$ cat src/hw/axi_resp_pkg.sv
`default_nettype none

package axi_resp_pkg;

    // Transaction ID width shared by both channels
    localparam int ID_WIDTH = 8;

    // Read data width of one R beat
    localparam int DATA_WIDTH = 32;

    // Entries per response FIFO
    // Kept a power of two so the pointers wrap without compare logic
    localparam int FIFO_DEPTH = 16;

    // FIFO pointer width
    localparam int FIFO_AW = $clog2(FIFO_DEPTH);

    // AXI response code as driven on BRESP and RRESP
    typedef enum logic [1:0] {
        OKAY   = 2'b00,
        EXOKAY = 2'b01,
        SLVERR = 2'b10,
        DECERR = 2'b11
    } resp_t;

    // One direct error raised by the request path
    // Carries only the ID and the code since the beat is built later
    typedef struct packed {
        logic [ID_WIDTH-1:0] id;
        resp_t               resp;
    } err_t;

    // One write response on the B channel
    typedef struct packed {
        logic [ID_WIDTH-1:0] id;
        resp_t               resp;
    } b_beat_t;

    // One read beat on the R channel
    // Field order matches RID, RDATA, RRESP, RLAST from top down
    typedef struct packed {
        logic [ID_WIDTH-1:0]   id;
        logic [DATA_WIDTH-1:0] data;
        resp_t                 resp;
        logic                  last;
    } r_beat_t;

endpackage : axi_resp_pkg

`default_nettype wire

$ cat src/hw/resp_fifo.sv
`timescale 1ns/1ps
`default_nettype none

module resp_fifo
    import axi_resp_pkg::*;
#(
    parameter type item_t = b_beat_t
) (
    input  wire logic  clk,
    input  wire logic  arst,
    // Write side from the completion logic
    input  wire logic  push,
    input  wire item_t push_data,
    output logic       full,
    // Show-ahead read side towards the select stage
    input  wire logic  pop,
    output item_t      rd_data,
    output logic       empty
);

    // Storage array
    item_t mem [FIFO_DEPTH];

    // Pointers and fill level
    logic [FIFO_AW-1:0] wr_ptr;
    logic [FIFO_AW-1:0] rd_ptr;
    logic [FIFO_AW:0]   count;

    // Qualified enables
    logic wr_en;
    logic rd_en;

    assign full  = (count == (FIFO_AW+1)'(FIFO_DEPTH));
    assign empty = (count == '0);

    // Guard against overflow and underflow even if a caller misbehaves
    assign wr_en = push && !full;
    assign rd_en = pop && !empty;

    // Head is visible whenever the FIFO is not empty
    assign rd_data = mem[rd_ptr];

    // Item written on the push edge
    always_ff @(posedge clk) begin
        if (wr_en) begin
            mem[wr_ptr] <= push_data;
        end
    end

    always_ff @(posedge clk or negedge arst) begin
        if (!arst) begin
            wr_ptr <= '0;
            rd_ptr <= '0;
            count  <= '0;
        end else begin
            if (wr_en) begin
                wr_ptr <= wr_ptr + 1'b1;
            end
            if (rd_en) begin
                rd_ptr <= rd_ptr + 1'b1;
            end
            // Count moves only when exactly one side is active
            case ({wr_en, rd_en})
                2'b10:   count <= count + 1'b1;
                2'b01:   count <= count - 1'b1;
                default: count <= count;
            endcase
        end
    end

    // Producer outside this block must check full before pushing
    a_no_push_full: assert property (@(posedge clk) disable iff (!arst)
        push |-> !full);

    // Select stage pops only a head it has actually offered
    a_no_pop_empty: assert property (@(posedge clk) disable iff (!arst)
        pop |-> !empty);

endmodule : resp_fifo

`default_nettype wire

$ cat src/hw/write_resp_select.sv
`timescale 1ns/1ps
`default_nettype none

module write_resp_select
    import axi_resp_pkg::*;
(
    input  wire logic    clk,
    input  wire logic    arst,
    // Direct error strobe from the AW request path
    input  wire logic    err_valid,
    input  wire err_t    err,
    // Head of the B FIFO
    input  wire b_beat_t fifo_data,
    input  wire logic    fifo_empty,
    output logic         fifo_pop,
    // Offer towards the output slice
    output b_beat_t      out_beat,
    output logic         out_valid,
    input  wire logic    out_ready
);

    // Pending error slot
    logic slot_valid;
    err_t slot_err;

    // Beat accepted by the slice this cycle
    logic xfer;

    assign out_valid = slot_valid || !fifo_empty;
    assign xfer      = out_valid && out_ready;

    // FIFO head leaves only when it was the beat on offer
    assign fifo_pop = xfer && !slot_valid;

    // Pending error wins over the FIFO head
    // A newly captured error may replace a FIFO head still waiting on the slice
    always_comb begin
        if (slot_valid) begin
            out_beat.id   = slot_err.id;
            out_beat.resp = slot_err.resp;
        end else begin
            out_beat = fifo_data;
        end
    end

    // Error payload captured on the strobe edge
    always_ff @(posedge clk) begin
        if (err_valid) begin
            slot_err <= err;
        end
    end

    always_ff @(posedge clk or negedge arst) begin
        if (!arst) begin
            slot_valid <= 1'b0;
        end else if (err_valid) begin
            slot_valid <= 1'b1;
        end else if (xfer && slot_valid) begin
            // Slot frees once the slice takes the error
            slot_valid <= 1'b0;
        end
    end

    // AW path has no back-pressure so it must wait for the slot to drain
    a_slot_free: assert property (@(posedge clk) disable iff (!arst)
        err_valid |-> !slot_valid);

endmodule : write_resp_select

`default_nettype wire

$ cat src/hw/read_resp_select.sv
`timescale 1ns/1ps
`default_nettype none

module read_resp_select
    import axi_resp_pkg::*;
(
    input  wire logic    clk,
    input  wire logic    arst,
    // Direct error strobe from the AR request path
    input  wire logic    err_valid,
    input  wire err_t    err,
    // Head of the R FIFO
    input  wire r_beat_t fifo_data,
    input  wire logic    fifo_empty,
    output logic         fifo_pop,
    // Offer towards the output slice
    output r_beat_t      out_beat,
    output logic         out_valid,
    input  wire logic    out_ready
);

    // Pending error slot
    logic slot_valid;
    err_t slot_err;

    // Beat accepted by the slice this cycle
    logic xfer;

    assign out_valid = slot_valid || !fifo_empty;
    assign xfer      = out_valid && out_ready;

    // Pop only when the FIFO head itself transfers
    assign fifo_pop = xfer && !slot_valid;

    // Error expands into a single-beat burst
    // Data is zero and last is set so the master closes the read
    always_comb begin
        if (slot_valid) begin
            out_beat = '{
                id:   slot_err.id,
                data: '0,
                resp: slot_err.resp,
                last: 1'b1
            };
        end else begin
            out_beat = fifo_data;
        end
    end

    // Only ID and code are stored since the rest is constant
    always_ff @(posedge clk) begin
        if (err_valid) begin
            slot_err <= err;
        end
    end

    always_ff @(posedge clk or negedge arst) begin
        if (!arst) begin
            slot_valid <= 1'b0;
        end else if (err_valid) begin
            slot_valid <= 1'b1;
        end else if (xfer && slot_valid) begin
            // Error beat handed to the slice
            slot_valid <= 1'b0;
        end
    end

    // AR path raises at most one outstanding error
    a_slot_free: assert property (@(posedge clk) disable iff (!arst)
        err_valid |-> !slot_valid);

endmodule : read_resp_select

`default_nettype wire

$ cat src/hw/resp_out_slice.sv
`timescale 1ns/1ps
`default_nettype none

module resp_out_slice #(
    parameter type item_t = logic
) (
    input  wire logic  clk,
    input  wire logic  arst,
    // Upstream side from the select stage
    input  wire item_t in_beat,
    input  wire logic  in_valid,
    output logic       in_ready,
    // Master-facing channel
    output item_t      m_beat,
    output logic       m_valid,
    input  wire logic  m_ready
);

    // Two skid entries used as a tiny ring
    item_t      entry [2];
    logic       wr_sel;
    logic       rd_sel;
    logic [1:0] count;

    logic in_xfer;
    logic m_xfer;

    // Ready depends only on local fill so master ready never reaches upstream
    assign in_ready = (count != 2'd2);
    assign m_valid  = (count != 2'd0);
    assign m_beat   = entry[rd_sel];

    assign in_xfer = in_valid && in_ready;
    assign m_xfer  = m_valid && m_ready;

    always_ff @(posedge clk) begin
        if (in_xfer) begin
            entry[wr_sel] <= in_beat;
        end
    end

    always_ff @(posedge clk or negedge arst) begin
        if (!arst) begin
            wr_sel <= 1'b0;
            rd_sel <= 1'b0;
            count  <= 2'd0;
        end else begin
            if (in_xfer) begin
                wr_sel <= !wr_sel;
            end
            if (m_xfer) begin
                rd_sel <= !rd_sel;
            end
            // Simultaneous in and out keeps the level at full rate
            case ({in_xfer, m_xfer})
                2'b10:   count <= count + 2'd1;
                2'b01:   count <= count - 2'd1;
                default: count <= count;
            endcase
        end
    end

    // A stalled beat on the master side does not change
    a_hold: assert property (@(posedge clk) disable iff (!arst)
        m_valid && !m_ready |=> m_valid && $stable(m_beat));

endmodule : resp_out_slice

`default_nettype wire

$ cat src/hw/axi_resp_path.sv
`timescale 1ns/1ps
`default_nettype none

module axi_resp_path
    import axi_resp_pkg::*;
(
    input  wire logic    clk,
    input  wire logic    arst,
    // Write-response queue
    input  wire logic    b_push,
    input  wire b_beat_t b_push_data,
    output logic         b_full,
    // Read-beat queue
    input  wire logic    r_push,
    input  wire r_beat_t r_push_data,
    output logic         r_full,
    // Direct errors from the request path
    input  wire logic    aw_err_valid,
    input  wire err_t    aw_err,
    input  wire logic    ar_err_valid,
    input  wire err_t    ar_err,
    // B channel
    output b_beat_t      b_beat,
    output logic         bvalid,
    input  wire logic    bready,
    // R channel
    output r_beat_t      r_beat,
    output logic         rvalid,
    input  wire logic    rready
);

    // B pipeline hand-off
    b_beat_t b_fifo_data;
    logic    b_fifo_empty;
    logic    b_fifo_pop;
    b_beat_t b_sel_beat;
    logic    b_sel_valid;
    logic    b_sel_ready;

    // R pipeline hand-off
    r_beat_t r_fifo_data;
    logic    r_fifo_empty;
    logic    r_fifo_pop;
    r_beat_t r_sel_beat;
    logic    r_sel_valid;
    logic    r_sel_ready;

    // Write response path
    resp_fifo #(.item_t(b_beat_t)) u_b_fifo (
        .clk       (clk),
        .arst      (arst),
        .push      (b_push),
        .push_data (b_push_data),
        .full      (b_full),
        .pop       (b_fifo_pop),
        .rd_data   (b_fifo_data),
        .empty     (b_fifo_empty)
    );

    write_resp_select u_b_select (
        .clk        (clk),
        .arst       (arst),
        .err_valid  (aw_err_valid),
        .err        (aw_err),
        .fifo_data  (b_fifo_data),
        .fifo_empty (b_fifo_empty),
        .fifo_pop   (b_fifo_pop),
        .out_beat   (b_sel_beat),
        .out_valid  (b_sel_valid),
        .out_ready  (b_sel_ready)
    );

    resp_out_slice #(.item_t(b_beat_t)) u_b_slice (
        .clk      (clk),
        .arst     (arst),
        .in_beat  (b_sel_beat),
        .in_valid (b_sel_valid),
        .in_ready (b_sel_ready),
        .m_beat   (b_beat),
        .m_valid  (bvalid),
        .m_ready  (bready)
    );

    // Read data path
    resp_fifo #(.item_t(r_beat_t)) u_r_fifo (
        .clk       (clk),
        .arst      (arst),
        .push      (r_push),
        .push_data (r_push_data),
        .full      (r_full),
        .pop       (r_fifo_pop),
        .rd_data   (r_fifo_data),
        .empty     (r_fifo_empty)
    );

    read_resp_select u_r_select (
        .clk        (clk),
        .arst       (arst),
        .err_valid  (ar_err_valid),
        .err        (ar_err),
        .fifo_data  (r_fifo_data),
        .fifo_empty (r_fifo_empty),
        .fifo_pop   (r_fifo_pop),
        .out_beat   (r_sel_beat),
        .out_valid  (r_sel_valid),
        .out_ready  (r_sel_ready)
    );

    resp_out_slice #(.item_t(r_beat_t)) u_r_slice (
        .clk      (clk),
        .arst     (arst),
        .in_beat  (r_sel_beat),
        .in_valid (r_sel_valid),
        .in_ready (r_sel_ready),
        .m_beat   (r_beat),
        .m_valid  (rvalid),
        .m_ready  (rready)
    );

endmodule : axi_resp_path

`default_nettype wire

$ cat config.mk
export PLATFORM = sky130hd
export DESIGN_NAME = axi_resp_path
export DESIGN_NICKNAME = d
export VERILOG_FILES = /design/src/hw/axi_resp_pkg.sv /design/src/hw/resp_fifo.sv /design/src/hw/write_resp_select.sv /design/src/hw/read_resp_select.sv /design/src/hw/resp_out_slice.sv /design/src/hw/axi_resp_path.sv
export SDC_FILE = /design/constraint.sdc
export NUM_CORES = 1
export LEC_CHECK = 0
export BUFFER_PORTS_ARGS = -buffer_cell sky130_fd_sc_hd__buf_2
export CAP_MARGIN = 5
export CORE_ASPECT_RATIO = 1.2
export CORE_MARGIN = 8
export CORE_UTILIZATION = 55
export DETAILED_ROUTE_END_ITERATION = 8
export GPL_TIMING_DRIVEN = 0
export PLACE_DENSITY_LB_ADDON = 0.3
export SLEW_MARGIN = 10
export SYNTH_ARGS = -nofsm -noshare
export SYNTH_HDL_FRONTEND = slang
export SYNTH_SLANG_ARGS = --single-unit
$ cat constraint.sdc
create_clock -name clk -period 4.8 [get_ports clk]
set_input_delay 0.48 -clock clk [delete_from_list [all_inputs] [get_ports clk]]
set_output_delay 0.48 -clock clk [all_outputs]
set_load 0.02 [all_outputs]
# Word level (Yosys, flattened, before mapping)
# Memories as Yosys holds them, arrays and structs flattened.
# Index checks and enable logic that the tools add are counted.
word_totals:
  ram_bits: 954
  n_memories: 4
  regBits: 56
  word_cells: 98
  inputBits: 81
op_classes:
  addsub: 12
  n_mux: 18
  reduce_logical: 34
  n_eq_ne: 12
mem_list:
  columns: ["name", "words", "word_bits", "rd", "rd_ports_with_merged_regs", "write_ports", "line_no", "rtl"]
  rows:
  - ["u_r_fifo.mem", 16, 43, 1, 0, 1, "resp_fifo.sv:22", "item_t mem [FIFO_DEPTH];"]
  - ["u_b_fifo.mem", 16, 10, 1, 0, 1, "resp_fifo.sv:22", null]
  - ["u_r_slice.entry", 2, 43, 1, 0, 1, "resp_out_slice.sv:20", "item_t entry [2];"]
  - ["u_b_slice.entry", 2, 10, 1, 0, 1, "resp_out_slice.sv:20", null]
op_table:
  columns: ["operator", "count"]
  rows:
  - ["43-bit two-way mux", 1]
  - ["5-bit case mux with 2 select lines", 2]
  - ["4-bit by 1-bit adder with 4-bit output (second input constant)", 4]
  - ["2-bit nonzero test", 8]
  - ["1-bit logical AND", 12]
  - ["1-bit two-way mux", 12]
  - ["5-bit by 1-bit adder with 5-bit output (second input constant)", 2]
  - ["5-bit equality test (second input constant)", 2]
  - ["1-bit logical NOT", 10]
  - ["5-bit logical NOT", 2]
  - ["10-bit two-way mux", 1]
  - ["5-bit by 1-bit subtractor with 5-bit output (second input constant)", 2]
  - ["2-bit by 1-bit equality test with 1-bit output (second input constant)", 4]
  - ["2-bit equality test (second input constant)", 4]
  - ["2-bit case mux with 2 select lines", 2]
  - ["2-bit by 1-bit adder with 2-bit output (second input constant)", 2]
  - ["2-bit inequality test (second input constant)", 2]
  - ["2-bit by 1-bit subtractor with 2-bit output (second input constant)", 2]
  - ["1-bit logical OR", 2]

# Longest topological paths before layout
logic_depth:
  word_depth: 8
  ltp_mapped: 14

# By module
# A second synthesis with hierarchy kept.
hier_totals:
  hier_cells: 2049
  hier_area_um2: 39678.1
modules_own_cells:
  columns: ["mod", "cells_per_inst", "area_each_um2", "instances"]
  rows:
  - ["resp_fifo (u_r_fifo)", 1371, 27203.6, 1]
  - ["resp_fifo (u_b_fifo)", 390, 7013.0, 1]
  - ["resp_out_slice (u_r_slice)", 151, 3318.2, 1]
  - ["resp_out_slice (u_b_slice)", 48, 913.4, 1]
  - ["read_resp_select", 63, 732.0, 1]
  - ["write_resp_select", 26, 498.0, 1]

# Least setup slack after synthesis
# No wires, ideal clock.
synth_timing:
  path_type: "register to register"
  startpoint: "register u_r_fifo.count[1]"
  endpoint: "memory u_r_fifo.mem[3][0] (netlist name) (enable)"
  path_slack_ps: 203
  stages_incl_launch_ff: 8
  arrival_time_ps: 4100
  synth_period_minus_slack_ps: 4597
  n_path_buf: 2
  cell_sequence: "dfrtp_1 -> clkbuf_2 -> nor4_1 -> nand2_1 -> and2_1 -> clkbuf_1 -> nand2_1 -> nor3_1"
synth_between:
  elab_chain_len: 5
synth_lines:
  columns: ["item", "line_no", "rtl"]
  rows:
  - ["start, declared", "resp_fifo.sv:27", "logic [FIFO_AW:0] count;"]
  - ["start signal, assigned", "resp_fifo.sv:64", "2'b10: count <= count + 1'b1;"]
  - ["start signal, assigned", "resp_fifo.sv:65", "2'b01: count <= count - 1'b1;"]
  - ["start signal, assigned", "resp_fifo.sv:66", "default: count <= count;"]
  - ["5-bit equality test", "resp_fifo.sv:33", "assign full = (count == (FIFO_AW+1)'(FIFO_DEPTH));"]
  - ["1-bit logical NOT", "resp_fifo.sv:37", "assign wr_en = push && !full;"]
  - ["1-bit logical AND", "resp_fifo.sv:37", null]
  - ["1-bit two-way mux", "resp_fifo.sv:45", "if (wr_en) begin"]
  - ["1-bit two-way mux (implied by the code)", "resp_fifo.sv:46", "mem[wr_ptr] <= push_data;"]
  - ["end, declared", "resp_fifo.sv:22", null]
# No other way between the ends.

==> impl_results.rst <==
.. list-table::
   :header-rows: 1

   * - Metric
     - Value
   * - GRT Residual Overflow
     - 0
   * - Clock Tree Root
     - sky130_fd_sc_hd__clkbuf_16
   * - Floorplan die height
     - 308 um
   * - First-pass GRT wire length
     - 136,000 um
   * - Initial antenna violation count
     - 11
   * - HPWL after DPL
     - 60,200 um
   * - Pre-CTS setup slack
     - 1.20 ns
   * - HP Start
     - bready
   * - Number of global-route vias before repair
     - 20,905
   * - Flop-to-flop setup slack
     - 1.52 ns
   * - Latest clock arrival within the worst-skew pair
     - 0.65 ns
   * - Largest vdd supply drop
     - 0.433 mV
   * - Post-cts gate resize count
     - 0
   * - Number of instances on the worst hold path
     - 3
   * - P_int
     - 19.5 mW
   * - Sequential-to-total area share from yosys stat
     - 0.770
   * - Starting Density
     - 0.554
   * - Largest net degree at the start of global routing
     - 37
   * - Fin worst setup slack
     - 0.977 ns
   * - Total track usage
     - 0.232
   * - Post-synthesis cell type count
     - 41
   * - Yosys top cell area share
     - 0.747
   * - Clock transition at the register clock pins on the worst setup and hold paths after CTS
     - 0.06 ns
   * - # Max-Cap Violations
     - 0
   * - Die Footprint
     - 80,000 um^2
   * - Detail-routed net length per standard cell
     - 28.7 um
   * - Worst reg2reg path endpoint
     - u_r_fifo.count[2]$_DFFE_PN0P_
   * - Worst R2R Path Depth
     - 12
   * - Arrival time of the worst setup path
     - 3.34 ns
   * - Synth warn
     - 0
   * - Via total after detailed routing
     - 20,196
   * - Post-route insts no fill
     - 3,253
   * - Worst Clk Skew
     - 0.0203 ns
   * - Tightest slew margin relative to the limit
     - 0.198
   * - Maximum clock rate
     - 0.262 GHz
   * - Post-synthesis average cell area
     - 20.3 um^2
   * - Total Negative Setup Slacks
     - 0 ns
   * - CTS Buffer Depth
     - 3
   * - # setup viols final
     - 0
   * - CTS H-Tree Depth
     - 3
   * - Startpoint Class
     - register
   * - Path category of the worst min-delay check
     - in2reg
   * - DRC Markers
     - 0
   * - Fin crit share
     - 0.796
   * - Relative contribution of sequential cells to total power
     - 0.409
   * - Critical R2R Launch
     - u_r_fifo.count[1]$_DFFE_PN0P_
   * - Hold buffer count at CTS
     - 21
   * - Type of destination of the critical path
     - output port
   * - Commonest cells after routing, fill and taps aside
     - sky130_fd_sc_hd__edfxtp_1 (974), sky130_fd_sc_hd__buf_2 (179), sky130_fd_sc_hd__mux4_2 (166), sky130_fd_sc_hd__nand2_1 (121), sky130_fd_sc_hd__clkbuf_16 (98)
   * - Outcome
     - completed
   * - # rows
     - 107
   * - Sink of the worst hold path
     - u_b_slice.rd_sel$_DFFE_PN0P_
   * - Share of post-route cells with drive strength above 1
     - 0.294
   * - Layout area overhead
     - 16.2%
   * - Switching power of the nets
     - 9.25 mW
   * - Switching share of total power
     - 0.322
   * - Placeable core region
     - 70,700 um^2
   * - Fillers
     - 4,692
   * - Syn Inst Count
     - 1,932
   * - I/O pins
     - 138
   * - Unrepaired setup endpoints after global routing
     - false
   * - Detailed Route WL
     - 93,300 um
   * - Max-slew violation count
     - 0
   * - Part of the total power dissipated in the clock network
     - 0.266
   * - Hold violation total from the final report
     - 0
   * - Top post-synthesis cells by area
     - sky130_fd_sc_hd__edfxtp_1 (75%), sky130_fd_sc_hd__mux4_2 (9.6%), sky130_fd_sc_hd__mux2_2 (2.8%), sky130_fd_sc_hd__mux2i_1 (2.4%), sky130_fd_sc_hd__dfrtp_1 (2.3%)
   * - Number of nets in the final layout
     - 2,347
   * - Crit path max fanout
     - 10
   * - Area after DPL
     - 42,100 um^2
   * - First drt pass iteration count
     - 5
   * - Vias per inst
     - 6.21
   * - Total clock buffers created by CTS
     - 97
   * - Post-detailed-route count of antenna-violating nets
     - 0
   * - Sinks on Clock Net
     - 1,010
   * - Quantity of I/O buffers inserted on ports
     - 137
   * - Combinational group share of total power
     - 0.325
   * - Total instance count after detailed placement
     - 3,051
   * - Count of routing violations after the opening detailed-route iteration
     - 2,269
   * - Power per unit of standard cell area
     - 632 nW/um^2
   * - Post-Layout Inst Area
     - 45,500 um^2
   * - Final period demand of the worst path
     - 3.82 ns
   * - Total leakage power
     - 15.3 nW
   * - Width of the die
     - 260 um
   * - Slew of the pin with the lowest slew margin
     - 1.20 ns
   * - Kind of critical path
     - reg2out
   * - Mapped Area
     - 39,100 um^2
   * - Commonest non-fill, non-tap cell in the layout
     - sky130_fd_sc_hd__edfxtp_1
   * - Count of buffers added by post-CTS timing repair for setup
     - 0
   * - Weighted congestion reported at the end of routability-driven placement
     - 0.799
   * - Post-synthesis register bit count
     - 1,010
   * - Clock tree from TritonCTS
     - built
   * - Worst EP required
     - 4.32 ns
   * - Library cell occupying the most area in the post-synthesis netlist
     - sky130_fd_sc_hd__edfxtp_1
   * - Syn_nets
     - 2,034
-- sequential cells by signal, indices dropped and copies added (netlist names), 2 cells and up --
name and cells:
u_b_select.slot_err 10, u_r_select.slot_err 10, u_b_fifo.count 5, u_b_fifo.wr_ptr 4, u_b_slice.entry 20, u_r_fifo.mem 688, u_b_fifo.mem 160, u_b_slice.count 2
u_b_fifo.rd_ptr 4, u_r_fifo.wr_ptr 4, u_r_slice.count 2, u_r_fifo.count 5, u_r_fifo.rd_ptr 4, u_r_slice.entry 86
-- layout make-up --
type / count / area, um^2 / share of cell area
flip-flops and latches: 1010 / 30100 / 0.663
plain buffers: 110 / 543 / 0.0119
multi-input cells: 796 / 8530 / 0.188
diodes: 4 / 10.0 / 0.000220
clock buffers: 116 / 2520 / 0.0554
repair buffers: 214 / 1830 / 0.0402
clock inverters: 61 / 652 / 0.0143
inverters: 16 / 60.1 / 0.00132
well taps: 926 / 1160 / 0.0255
-- per-layer routing --
metal | global-route usage | routed length [um] | up-vias
li1 | - | - | 8478
met1 | 0.303 | 35700 | 10487
met2 | 0.396 | 47500 | 1060
met3 | 0.0456 | 7910 | 163
met4 | 0.0647 | 2190 | 8
met5 | 0 | 51 | -
-- logic make-up (layout without fill, tap and decap cells) --
| kind of cell | after synthesis | after routing | share of synthesized area |
|---|---|---|---|
| xor gates and xnor gates | 33 | 33 | 0.00739 |
| other | 0 | 4 | 0 |
| AOI/OAI and AO/OA | 180 | 180 | 0.0300 |
| and+or+nand+nor | 205 | 205 | 0.0225 |
| muxes | 357 | 357 | 0.147 |
| DFF | 1010 | 1010 | 0.770 |
| buffers and inverters | 126 | 517 | 0.0153 |
| adders and majority gates | 21 | 21 | 0.00691 |
-- worst max-delay path by stage --
stage                                             start                            end  slack (ns)  cells after the start
after floorplan           u_r_fifo.count[1]$_DFFE_PN0P_   u_r_fifo.mem[3][0]$_DFFE_PP_        0.20                      7
after global placement    u_r_fifo.count[1]$_DFFE_PN0P_  u_r_fifo.mem[2][15]$_DFFE_PP_       -3.76                      7
after detailed placement  u_r_fifo.count[1]$_DFFE_PN0P_  u_r_fifo.count[2]$_DFFE_PN0P_        1.20                     12
after CTS                  u_r_slice.rd_sel$_DFFE_PN0P_                     r_beat[17]        0.97                      4
after global routing       u_r_slice.rd_sel$_DFFE_PN0P_                     r_beat[12]        0.97                      4
final                      u_r_slice.rd_sel$_DFFE_PN0P_                     r_beat[12]        0.98                      4
-- cells in the mapped netlist (all sizes together) --
| cell | n |
|---|---|
| xnor2 | 22 |
| nor2 | 35 |
| mux2i | 94 |
| nand3 | 6 |
| nor3b | 3 |
| and2 | 4 |
| edfxtp | 974 |
| o211ai | 17 |
| or2 | 6 |
| o21a | 1 |
| o221ai | 32 |
| nand2 | 121 |
| or3b | 1 |
| buf | 70 |
| mux2 | 97 |
| a21oi | 5 |
| nand2b | 10 |
| ha | 20 |
| mux4 | 166 |
| nand4 | 4 |
| a21o | 3 |
| nor2b | 3 |
| clkbuf | 40 |
| o21ai | 81 |
| or3 | 1 |
| inv | 16 |
| fa | 1 |
| dfrtp | 36 |
| a31oi | 1 |
| o22ai | 21 |
| xor2 | 11 |
| a32oi | 18 |
| nor4 | 2 |
| a32o | 1 |
| nor3 | 9 |
-- critical path, cell delays in order, from the launching register on --
cell and delay (ns):
sky130_fd_sc_hd__dfrtp_1 0.33, sky130_fd_sc_hd__clkbuf_1 0.88, sky130_fd_sc_hd__clkbuf_1 0.87, sky130_fd_sc_hd__mux2_2 0.45, sky130_fd_sc_hd__buf_2 0.17
-- per-stage QoR --
step / hold WS (ns) / power [mW] / utilization
final: 0.191 / 28.7 / 0.643
after global routing: 0.185 / 29.8 / 0.643
after CTS: 0.165 / 28.9 / 0.643
after detailed placement: 0.484 / 21.2 / 0.595
after global placement: 0.474 / 20.7 / 0.580
after floorplan: 0.184 / 17.8 / -
-- power by group through the flow --
| stage | clock, mW | sequential [mW] | combinational, mW |
|---|---|---|---|
| detailed placement | 0 | 11.9 | 9.32 |
| global route | 8.04 | 11.9 | 9.90 |
| CTS | 7.71 | 11.8 | 9.42 |
| floorplan | 0 | 11.8 | 5.93 |
| finish | 7.63 | 11.8 | 9.35 |
| global placement | 0 | 12.0 | 8.65 |
Note: power is estimated with default switching activity, not from simulation.
